==> src/include/beam_config.svh <==
// Beam sort configuration

`ifndef BEAM_CONFIG_SVH
`define BEAM_CONFIG_SVH

// Beams per input vector
`define BEAM_COUNT  16

// Bit width of one power value
`define POWER_WIDTH 16

// Elements scored per cycle, must divide BEAM_COUNT
`define LANES       4

// Ranked beams kept per slot
`define TOP_COUNT   4

// Number of RBG slots
`define RBG_DEPTH   8

`endif

==> src/beam_pkg.sv <==
// Beam sort shared types

`include "beam_config.svh"

package beam_pkg;

    // ----------------------------------------
    // Scalar types
    // ----------------------------------------
    typedef logic [`POWER_WIDTH-1:0]        power_t;
    typedef logic [$clog2(`BEAM_COUNT)-1:0] beam_idx_t;
    typedef logic [$clog2(`BEAM_COUNT)-1:0] score_t;
    typedef logic [$clog2(`RBG_DEPTH)-1:0]  slot_t;

    // ----------------------------------------
    // Bundles between the stages
    // ----------------------------------------

    // One input request, powers plus target slot
    typedef struct packed {
        power_t [`BEAM_COUNT-1:0] power;
        slot_t                    slot;
    } beam_vec_t;

    // Request with one score per element
    typedef struct packed {
        beam_vec_t              vec;
        score_t [`BEAM_COUNT-1:0] score;
    } ranked_vec_t;

    // Strongest beams, entry 0 is the highest priority
    typedef struct packed {
        power_t    [`TOP_COUNT-1:0] power;
        beam_idx_t [`TOP_COUNT-1:0] idx;
    } top_entry_t;

    // Scoring engine states
    typedef enum logic [1:0] {
        IDLE,
        SCORE,
        EMIT
    } rank_state_t;

endpackage

==> src/beam_capture.sv <==
// Beam vector input capture

`timescale 1ns/1ps

module beam_capture (
    input  logic               i_clk,
    input  logic               i_reset,
    // Four-phase request side
    input  logic               i_in_req,
    input  beam_pkg::beam_vec_t i_in_data,
    output logic               o_in_ack,
    // Towards the ranker
    input  logic               i_rank_idle,
    output logic               o_start,
    output beam_pkg::beam_vec_t o_vec
);

    logic full;
    logic take;
    logic release_vec;

    // New request only while the buffer is free and the last one is closed
    assign take        = i_in_req && !o_in_ack && !full;
    assign release_vec = full && i_rank_idle;

    // ----------------------------------------
    // Handshake phase and buffer state
    // ----------------------------------------
    always_ff @(posedge i_clk) begin
        if (i_reset) begin
            full     <= 1'b0;
            o_in_ack <= 1'b0;
            o_start  <= 1'b0;
        end else begin
            o_start <= release_vec;
            if (release_vec) begin
                full <= 1'b0;
            end else if (take) begin
                full <= 1'b1;
            end
            // Ack follows req, falls one cycle after req drops
            if (take) begin
                o_in_ack <= 1'b1;
            end else if (o_in_ack && !i_in_req) begin
                o_in_ack <= 1'b0;
            end
        end
    end

    // Single request buffer
    always_ff @(posedge i_clk) begin
        if (take) begin
            o_vec <= i_in_data;
        end
    end

endmodule

==> src/beam_rank.sv <==
// Lane-parallel beam scoring engine

`timescale 1ns/1ps
`include "beam_config.svh"

module beam_rank (
    input  logic                 i_clk,
    input  logic                 i_reset,
    input  logic                 i_start,
    input  beam_pkg::beam_vec_t   i_vec,
    output logic                 o_idle,
    output logic                 o_valid,
    output beam_pkg::ranked_vec_t o_ranked
);

    import beam_pkg::*;

    localparam int GROUPS  = `BEAM_COUNT / `LANES;
    localparam int GROUP_W = (GROUPS > 1) ? $clog2(GROUPS) : 1;

    rank_state_t          state;
    logic [GROUP_W-1:0]   group;
    score_t [`LANES-1:0]  lane_score;

    // ----------------------------------------
    // Control FSM
    // ----------------------------------------
    always_ff @(posedge i_clk) begin
        if (i_reset) begin
            state <= IDLE;
            group <= '0;
        end else begin
            case (state)
                IDLE: begin
                    group <= '0;
                    if (i_start) begin
                        state <= SCORE;
                    end
                end
                SCORE: begin
                    group <= group + 1'b1;
                    if (group == GROUP_W'(GROUPS - 1)) begin
                        state <= EMIT;
                    end
                end
                default: begin
                    state <= IDLE;
                end
            endcase
        end
    end

    assign o_idle  = (state == IDLE);
    assign o_valid = (state == EMIT);

    // ----------------------------------------
    // Comparator rows, one element per lane
    // ----------------------------------------
    always_comb begin
        int elem;
        for (int l = 0; l < `LANES; l++) begin
            elem          = int'(group) * `LANES + l;
            lane_score[l] = '0;
            for (int j = 0; j < `BEAM_COUNT; j++) begin
                // Larger value anywhere, or equal value at a lower index
                if (o_ranked.vec.power[j] > o_ranked.vec.power[elem]) begin
                    lane_score[l] = lane_score[l] + 1'b1;
                end else if (j < elem &&
                             o_ranked.vec.power[j] == o_ranked.vec.power[elem]) begin
                    lane_score[l] = lane_score[l] + 1'b1;
                end
            end
        end
    end

    // Vector latch and score array
    always_ff @(posedge i_clk) begin
        if (state == IDLE && i_start) begin
            o_ranked.vec <= i_vec;
        end
        if (state == SCORE) begin
            for (int l = 0; l < `LANES; l++) begin
                o_ranked.score[int'(group) * `LANES + l] <= lane_score[l];
            end
        end
    end

endmodule

==> src/beam_select.sv <==
// Top beam selection by score

`timescale 1ns/1ps
`include "beam_config.svh"

module beam_select (
    input  logic                 i_clk,
    input  logic                 i_reset,
    input  logic                 i_valid,
    input  beam_pkg::ranked_vec_t i_ranked,
    output logic                 o_wr_en,
    output beam_pkg::slot_t       o_wr_slot,
    output beam_pkg::top_entry_t  o_wr_entry
);

    import beam_pkg::*;

    localparam int TOP_W = (`TOP_COUNT > 1) ? $clog2(`TOP_COUNT) : 1;

    top_entry_t next_entry;

    // Scatter by score, only the first TOP_COUNT positions are kept
    always_comb begin
        next_entry = '0;
        for (int i = 0; i < `BEAM_COUNT; i++) begin
            if (i_ranked.score[i] < score_t'(`TOP_COUNT)) begin
                next_entry.power[i_ranked.score[i][TOP_W-1:0]] = i_ranked.vec.power[i];
                next_entry.idx[i_ranked.score[i][TOP_W-1:0]]   = beam_idx_t'(i);
            end
        end
    end

    // Write strobe
    always_ff @(posedge i_clk) begin
        if (i_reset) begin
            o_wr_en <= 1'b0;
        end else begin
            o_wr_en <= i_valid;
        end
    end

    // Entry and slot for the store
    always_ff @(posedge i_clk) begin
        if (i_valid) begin
            o_wr_slot  <= i_ranked.vec.slot;
            o_wr_entry <= next_entry;
        end
    end

endmodule

==> src/beam_sort_top.sv <==
// Beam sort top level

`timescale 1ns/1ps

module beam_sort_top (
    input  logic                i_clk,
    input  logic                i_reset,
    // Vector input
    input  logic                i_in_req,
    input  beam_pkg::beam_vec_t  i_in_data,
    output logic                o_in_ack,
    // Slot readout
    input  logic                i_rd_req,
    input  beam_pkg::slot_t      i_rd_slot,
    output logic                o_rd_ack,
    output beam_pkg::top_entry_t o_rd_data
);

    import beam_pkg::*;

    logic        cap_start;
    beam_vec_t   cap_vec;
    logic        rank_idle;
    logic        rank_valid;
    ranked_vec_t ranked;
    logic        wr_en;
    slot_t       wr_slot;
    top_entry_t  wr_entry;

    beam_capture u_capture (
        .i_clk       (i_clk),
        .i_reset     (i_reset),
        .i_in_req    (i_in_req),
        .i_in_data   (i_in_data),
        .o_in_ack    (o_in_ack),
        .i_rank_idle (rank_idle),
        .o_start     (cap_start),
        .o_vec       (cap_vec)
    );

    beam_rank u_rank (
        .i_clk    (i_clk),
        .i_reset  (i_reset),
        .i_start  (cap_start),
        .i_vec    (cap_vec),
        .o_idle   (rank_idle),
        .o_valid  (rank_valid),
        .o_ranked (ranked)
    );

    beam_select u_select (
        .i_clk      (i_clk),
        .i_reset    (i_reset),
        .i_valid    (rank_valid),
        .i_ranked   (ranked),
        .o_wr_en    (wr_en),
        .o_wr_slot  (wr_slot),
        .o_wr_entry (wr_entry)
    );

    beam_store u_store (
        .i_clk      (i_clk),
        .i_reset    (i_reset),
        .i_wr_en    (wr_en),
        .i_wr_slot  (wr_slot),
        .i_wr_entry (wr_entry),
        .i_rd_req   (i_rd_req),
        .i_rd_slot  (i_rd_slot),
        .o_rd_ack   (o_rd_ack),
        .o_rd_data  (o_rd_data)
    );

endmodule

==> src/beam_store.sv <==
// RBG slot memory with handshake readout

`timescale 1ns/1ps
`include "beam_config.svh"

module beam_store (
    input  logic                i_clk,
    input  logic                i_reset,
    // Write port from the selector
    input  logic                i_wr_en,
    input  beam_pkg::slot_t      i_wr_slot,
    input  beam_pkg::top_entry_t i_wr_entry,
    // Four-phase read port
    input  logic                i_rd_req,
    input  beam_pkg::slot_t      i_rd_slot,
    output logic                o_rd_ack,
    output beam_pkg::top_entry_t o_rd_data
);

    import beam_pkg::*;

    top_entry_t mem [`RBG_DEPTH];
    logic       rd_pend;

    // ----------------------------------------
    // Slot array
    // ----------------------------------------
    always_ff @(posedge i_clk) begin
        if (i_reset) begin
            for (int s = 0; s < `RBG_DEPTH; s++) begin
                mem[s] <= '0;
            end
        end else if (i_wr_en) begin
            mem[i_wr_slot] <= i_wr_entry;
        end
    end

    // ----------------------------------------
    // Read phase sequence
    // ----------------------------------------
    always_ff @(posedge i_clk) begin
        if (i_reset) begin
            rd_pend  <= 1'b0;
            o_rd_ack <= 1'b0;
        end else if (rd_pend) begin
            // Data registered this cycle, ack goes up with it
            rd_pend  <= 1'b0;
            o_rd_ack <= 1'b1;
        end else if (o_rd_ack) begin
            if (!i_rd_req) begin
                o_rd_ack <= 1'b0;
            end
        end else if (i_rd_req) begin
            rd_pend <= 1'b1;
        end
    end

    // Held until the next read
    always_ff @(posedge i_clk) begin
        if (rd_pend) begin
            o_rd_data <= mem[i_rd_slot];
        end
    end

endmodule

==> config.mk <==
export PLATFORM = sky130hd
export DESIGN_NAME = beam_sort_top
export DESIGN_NICKNAME = d
export VERILOG_FILES = /design/src/beam_pkg.sv /design/src/beam_capture.sv /design/src/beam_rank.sv /design/src/beam_select.sv /design/src/beam_sort_top.sv /design/src/beam_store.sv
export VERILOG_INCLUDE_DIRS = /design/src /design/src/include
export SDC_FILE = /design/constraint.sdc
export NUM_CORES = 2
export LEC_CHECK = 0
export ABC_AREA = 1
export BUFFER_PORTS_ARGS = -buffer_cell sky130_fd_sc_hd__buf_2
export CAP_MARGIN = 20
export CORE_ASPECT_RATIO = 1.5
export CORE_MARGIN = 2
export CORE_UTILIZATION = 45
export CTS_BUF_LIST = sky130_fd_sc_hd__clkbuf_8
export DETAILED_ROUTE_END_ITERATION = 12
export HOLD_SLACK_MARGIN = 0.06
export PLACE_DENSITY_LB_ADDON = 0.05
export SLEW_MARGIN = 20
export SYNTH_ARGS = -nofsm -noshare
export SYNTH_HDL_FRONTEND = slang
export SYNTH_SLANG_ARGS = --single-unit
==> constraint.sdc <==
create_clock -name i_clk -period 27.1 [get_ports i_clk]
set_input_delay 1.355 -clock i_clk [delete_from_list [all_inputs] [get_ports i_clk]]
set_output_delay 1.355 -clock i_clk [all_outputs]
set_load 0.1 [all_outputs]
### Yosys cells after proc, flatten, opt, wreduce, memory -nomap -nowiden

Memory sizes are Yosys's and may differ from the RTL's. A register that Yosys moved wholly into a read port is not among the register bits.
Cells that the tools add are included.

| word-level totals | value |
|---|---|
| memory bits (read-only) | 0 |
| flip-flop bits (word level) | 675 |
| input bits | 266 |
| bits in latches | 0 |
| memory bits (writable) | 640 |
| output and inout bits | 82 |
| memories | 1 |

| cells by class | value |
|---|---|
| div/mod/pow operators | 0 |
| equality and inequality tests | 69 |
| add/subtract/negate cells | 64 |
| shift operators | 0 |
| mux-type cells | 261 |
| bitwise logic cells | 44 |
| reductions and logical operators | 99 |
| $mul | 0 |
| order comparisons | 184 |

Memory list:

| memory | depth | width | read ports | clocked after memory_dff | wr ports | RTL line | source |
|---|---|---|---|---|---|---|---|
| u_store.mem | 8 | 80 | 1 | 1 | 8 | beam_store.sv:22 | `` top_entry_t mem [`RBG_DEPTH]; `` |

Operators with widths:

| kind | count |
|---|---|
| two-way mux 80 bit | 17 |
| bitwise mux 64 bit | 19 |
| == test 16 bit | 64 |
| greater-than comparator 16 bit | 64 |
| < comparator 5 x 32 -> 1 bit (first input constant) | 24 |
| two-way mux 4 bit | 143 |
| demux 16 bit (select 2 bit) | 16 |
| < comparator 4 x 32 -> 1 bit (first input constant) | 12 |
| two-way mux 16 bit | 23 |
| adder 4 x 1 -> 4 bit (second input constant) | 60 |
| binary-select mux 16 bit (select 4 bit) | 3 |
| < comparator 3 x 32 -> 1 bit (first input constant) | 6 |
| demux 4 bit (select 2 bit) | 16 |
| >= comparator 32 x 1 -> 1 bit (second input constant) | 3 |
| < comparator 1 x 32 -> 1 bit (first input constant) | 3 |
| < comparator 2 x 32 -> 1 bit (first input constant) | 3 |
| < comparator 32 x 6 -> 1 bit (second input constant) | 3 |
| logical AND 1 bit | 89 |
| OR reduction 80 bit | 1 |
| AND 64 bit | 1 |
| < comparator 4 x 3 -> 1 bit (second input constant) | 16 |
| AND 12 bit | 4 |
| AND 8 bit | 6 |
| demux 4 bit (select 4 bit) | 3 |
| other kinds (34) | 122 |

### Longest topological paths before layout

| depth | value |
|---|---|
| depth in word-level cells | 56 |
| gate-level depth with buffers | 76 |

### Hierarchy

A second synthesis with hierarchy kept.

| second synthesis, totals | value |
|---|---|
| cell total of the unflattened synthesis | 12638 |
| area, all modules | 99424.1 um^2 |

By module, submodules not included:

| module | cells an instance | area an instance (um^2) | instances |
|---|---|---|---|
| beam_rank | 5076 | 40621.5 | 1 |
| beam_store | 3664 | 33741.1 | 1 |
| beam_select | 3625 | 17176.5 | 1 |
| beam_capture | 273 | 7885.1 | 1 |

### Worst setup path before layout

Ideal clock, no wire load.

| path | value |
|---|---|
| path kind | input port to flip-flop |
| start | input port i_in_req |
| end | register u_capture.full |
| data arrival time | 13.111 ns |
| setup slack | 13.880 ns |
| stages on the path | 4 |
| data required time | 26.991 ns |
| library setup time | 0.109 ns |
| cells stage by stage | nand2_1 nor2_1 o21ai_0 a21oi_1 |

| between the ends | value |
|---|---|
| word-level cells in the longest chain between the ends | 2 |

Ends and longest elaborated chain:

| what | RTL line | source |
|---|---|---|
| from (decl) | beam_sort_top.sv:9 | `input logic i_in_req,` |
| logical AND 1 bit (2 in series) | beam_capture.sv:23 | `assign take = i_in_req && !o_in_ack && !full;` |
| net u_capture.take | beam_capture.sv:19 | `logic take;` |
| to (signal assigned) | beam_capture.sv:31 | `full <= 1'b0;` |
| to (signal assigned) | beam_capture.sv:37 | `full <= 1'b0;` |
| to (signal assigned) | beam_capture.sv:39 | `full <= 1'b1;` |
| to (decl) | beam_capture.sv:18 | `logic full;` |

The timed path passes the listed nets, and every way through them passes these cells.
A chain may end at the register's enable or synchronous reset.

==> reports/summary.md <==
## Route
• routed wire length: 451000 um
• routed len/inst: 34.4 um
• number of design-rule violations left by the first detailed-router iteration: 10232
• via total after detailed routing: 83642
• ratio of routed vias to standard cells: 6.38
• Post-DRT Antenna Nets: 0
• first-pass iteration count of the detailed router: 8
• number of design rule violations left after detail routing: 0

## STA
• total count of max-transition violations in the final report: 0
• hold violation total from the final report: 0
• RSZ-0062 raised after global routing: no
• worst relative slew slack: 10.6%
• post-layout worst setup margin: 11.52 ns
• Sum Neg Setup Slack: 0 ns
• Fmax achieved: 64.2 MHz
• worst-case clock skew: 0.0750 ns
• share of the cycle needed by the critical path after routing: 57.5%
• hold slack final: 0.394 ns
• Least-Margin Pin Slew: 1.33 ns
• Final Setup Violations: 0
• crit path time final: 15.58 ns

## Worst setup path
• CP Max Fanout: 81
• worst stage delay on the critical path: 0.93 ns
• Worst Path Required: 27.85 ns
• category of the most critical setup path: reg -> reg
• Worst setup SP type: register
• Worst Setup End Kind: register
• slowest cell on the critical path: sky130_fd_sc_hd__a32o_1
• Data arrival, critical path: 16.33 ns
• dominant cell type by count on the critical path: sky130_fd_sc_hd__nand2_1

## Power
• worst vdd rail ir drop: 0.0557 mV
• power per standard cell area: 61.0 nW/um2
• Leakage Power: 43.0 nW

## Clock tree
• clock transition at the registers of the reported paths: 0.10 ns
• Inserted Clock Buffers: 207
• CTS Hold Buffers Added: 0
• clock latency on the worst-skew pair: 1.01 ns
• post-CTS setup-driven buffer insertion count: 0
• number of gates resized after CTS: 0
• CTS H-Tree Depth: 4
• clock tree buffer depth: 4
• TritonCTS clock tree: yes
• clock tree sinks: 1395
• clock root buffer: sky130_fd_sc_hd__clkbuf_8

## Synth
• total of flip-flops plus latches after synthesis: 1395
• cell count after synthesis: 9736
• Post-Synthesis Mean Instance Area: 9.26 um2
• portion of the post-synthesis area used by sequential elements: 46.3%
• Post-synth EDFFs: 1385
• asr flop ratio synth: 0%
• Yosys Warn Count: 0
• Top FF cell, synth: sky130_fd_sc_hd__edfxtp_1
• count of unique library cells instantiated by Yosys: 62
• combined area of all synthesized cells: 90200 um2
• Mapped Nets: 11090

## Hold path
• worst min-delay path category: reg -> reg

## GRT
• Remaining Overflow, GRT: 0
• via count of the first global-routing pass: 79241
• Total Routing Usage GR: 43.7%
• pin count of the biggest net entering global routing: 159
• first-pass GRT wire length: 619000 um
• antenna violations before repair: 43

## Layout
• area added between synthesis and finish: 12.3%
• most frequent cells in the layout: sky130_fd_sc_hd__nor2_1 (1532), sky130_fd_sc_hd__edfxtp_1 (1385), sky130_fd_sc_hd__nand2_1 (1228), sky130_fd_sc_hd__ha_1 (1088), sky130_fd_sc_hd__inv_1 (850)
• share of layout cells above drive strength 1: 12.1%
• most common cell after layout, fill and taps aside: sky130_fd_sc_hd__nor2_1
• fillers: 18626
• layout net count: 11627

## Placed design
• routability cong.: 1.08
• input/output buffers: 347
• DP Worst Slack: 11.96 ns
• Post-DP HPWL: 321000 um

## Floorplanning
• Core Rows: 201
• Die Footprint: 204000 um2
• Initial Utilization: 45.2%
• die span in x: 370 um
• Die Ht: 552 um
• Core Region: 199000 um2
• num ports: 348

## Outcome
• result of the run: complete, no violations

## Job
• maximum capacitance violations: 0

[state kept, by name, indices dropped and copies added (netlist names)]
| register | count |
|---|---|
| u_store.mem | 640 |
| u_rank.o_ranked | 323 |
| u_capture.o_vec | 259 |
| u_capture.o_in_ack | 1 |
| u_store.rd_pend | 1 |
| u_rank.group | 2 |
| u_select.o_wr_slot | 3 |
| u_capture.o_start | 1 |
| u_store.o_rd_data | 80 |
| u_store.o_rd_ack | 1 |
| u_rank.state | 2 |
| u_capture.full | 1 |
| u_select.o_wr_entry | 80 |
| u_select.o_wr_en | 1 |
[cell usage after synthesis, types with 4 or more instances]
master                      count  share of area, %
sky130_fd_sc_hd__nor2_1      1543               6.4
sky130_fd_sc_hd__edfxtp_1    1385                46
sky130_fd_sc_hd__nand2_1     1252               5.2
sky130_fd_sc_hd__ha_1        1088                15
sky130_fd_sc_hd__inv_1        800               3.3
sky130_fd_sc_hd__o21ai_0      743               4.1
sky130_fd_sc_hd__o211ai_1     681               5.7
sky130_fd_sc_hd__a21oi_1      535               3.0
sky130_fd_sc_hd__clkbuf_1     404               1.7
sky130_fd_sc_hd__nand3_1      385               2.1
sky130_fd_sc_hd__a31oi_1      139              0.96
sky130_fd_sc_hd__nand4_1      123              0.85
sky130_fd_sc_hd__o221ai_1      98              0.95
sky130_fd_sc_hd__o22ai_1       81              0.56
sky130_fd_sc_hd__nor3_1        74              0.41
sky130_fd_sc_hd__nor4_1        43              0.30
sky130_fd_sc_hd__or2_2         35              0.24
sky130_fd_sc_hd__a211oi_1      34              0.28
sky130_fd_sc_hd__o21bai_1      31              0.26
sky130_fd_sc_hd__a221oi_1      29              0.28
sky130_fd_sc_hd__nand2_2       29              0.20
sky130_fd_sc_hd__nand3b_1      21              0.17
sky130_fd_sc_hd__o21a_1        17              0.14
sky130_fd_sc_hd__a32o_1        16              0.18
sky130_fd_sc_hd__nand3_2       16              0.18
sky130_fd_sc_hd__buf_1         14             0.058
sky130_fd_sc_hd__a21o_1        10             0.083
sky130_fd_sc_hd__dfxtp_1       10              0.22
sky130_fd_sc_hd__clkinv_1       7             0.029
sky130_fd_sc_hd__inv_2          7             0.029
sky130_fd_sc_hd__o2111ai_1      7             0.068
sky130_fd_sc_hd__nor3b_1        6             0.050
sky130_fd_sc_hd__nor4b_1        6             0.058
sky130_fd_sc_hd__xor2_1         6             0.058
sky130_fd_sc_hd__a211o_1        5             0.049
sky130_fd_sc_hd__a21boi_0       5             0.042
sky130_fd_sc_hd__and2_1         5             0.035
sky130_fd_sc_hd__nand2_4        4             0.050
sky130_fd_sc_hd__o21ai_1        4             0.022
sky130_fd_sc_hd__o31ai_1        4             0.033
[routing by layer]
| layer | vias up | part of all wire, % | global-route usage (%) |
|---|---|---|---|
| met1 | 39721 | 33 | 46.0 |
| met3 | 2047 | 9.6 | 13.3 |
| li1 | 36542 | - | - |
| met5 | - | 0.041 | 0.617 |
| met2 | 5308 | 45 | 67.5 |
| met4 | 24 | 13 | 44.8 |
[worst paths after layout]
kind	start	to	slack, ns	cells past startpoint
min	u_capture.o_vec[254]$_DFFE_PP_	u_rank.o_ranked[318]$_DFFE_PP_	0.39	0
min reg2reg	u_capture.o_vec[254]$_DFFE_PP_	u_rank.o_ranked[318]$_DFFE_PP_	0.39	0
max	u_rank.group[0]$_SDFFE_PP0P_	u_rank.o_ranked[41]$_DFFE_PP_	11.52	66
max reg2reg	u_rank.group[0]$_SDFFE_PP0P_	u_rank.o_ranked[41]$_DFFE_PP_	11.52	66
[through the flow]
| stage | std cells | instance area [um2] | power [mW] | util (%) |
|---|---|---|---|---|
| 6_report | 13108 | 101000 | 6.17 | 50.8 |
| 3_3_place_gp | 12689 | 97100 | 4.49 | 48.7 |
| 3_5_place_dp | 12689 | 97200 | 4.54 | 48.7 |
| 5_1_grt | 13074 | 101000 | 6.48 | 50.7 |
| 2_1_floorplan | 9736 | 90200 | 3.86 | - |
| 4_1_cts | 13058 | 101000 | 6.12 | 50.6 |
[cells by family after synthesis]
| logic type | count (synthesis) | share of synthesized area, % |
|---|---|---|
| AO/OA/AOI/OAI | 2453 | 16.8 |
| buffers and inverters | 1233 | 5.14 |
| adder cells (fa/ha/maj) | 1088 | 15.1 |
| XOR/XNOR | 11 | 0.137 |
| flip-flops | 1395 | 46.3 |
| AND/OR/NAND/NOR | 3556 | 16.5 |
[where the power goes]
part	switching (mW)	total, mW	internal (mW)
registers	0.0525	2.57	2.52
clock network	0.853	1.60	0.743
logic	1.40	2.01	0.600
[worst max-delay path, delay by kind of cell, from the launching register on]
family                     cells  cell delay [ns]
and+or+nand+nor               29             4.95
adders and majority gates     16             4.65
DFF                            1             0.86
buffers and inverters         15             2.80
AOI/OAI and AO/OA              6             1.87
[cell type report]
| cell class | instances | area (um2) | area share (%) |
|---|---|---|---|
| Timing Repair Buffer | 747 | 4830 | 4.77 |
| Clock inverter | 162 | 806 | 0.796 |
| Inverter | 814 | 3080 | 3.04 |
| Sequential cell | 1395 | 41800 | 41.3 |
| Multi-Input combinational cell | 7108 | 44500 | 43.9 |
| Tap cell | 2639 | 3300 | 3.26 |
| Clock buffer | 207 | 2850 | 2.81 |
| Antenna cell | 36 | 90.1 | 0.0890 |
(Power assumes the default switching activity.)
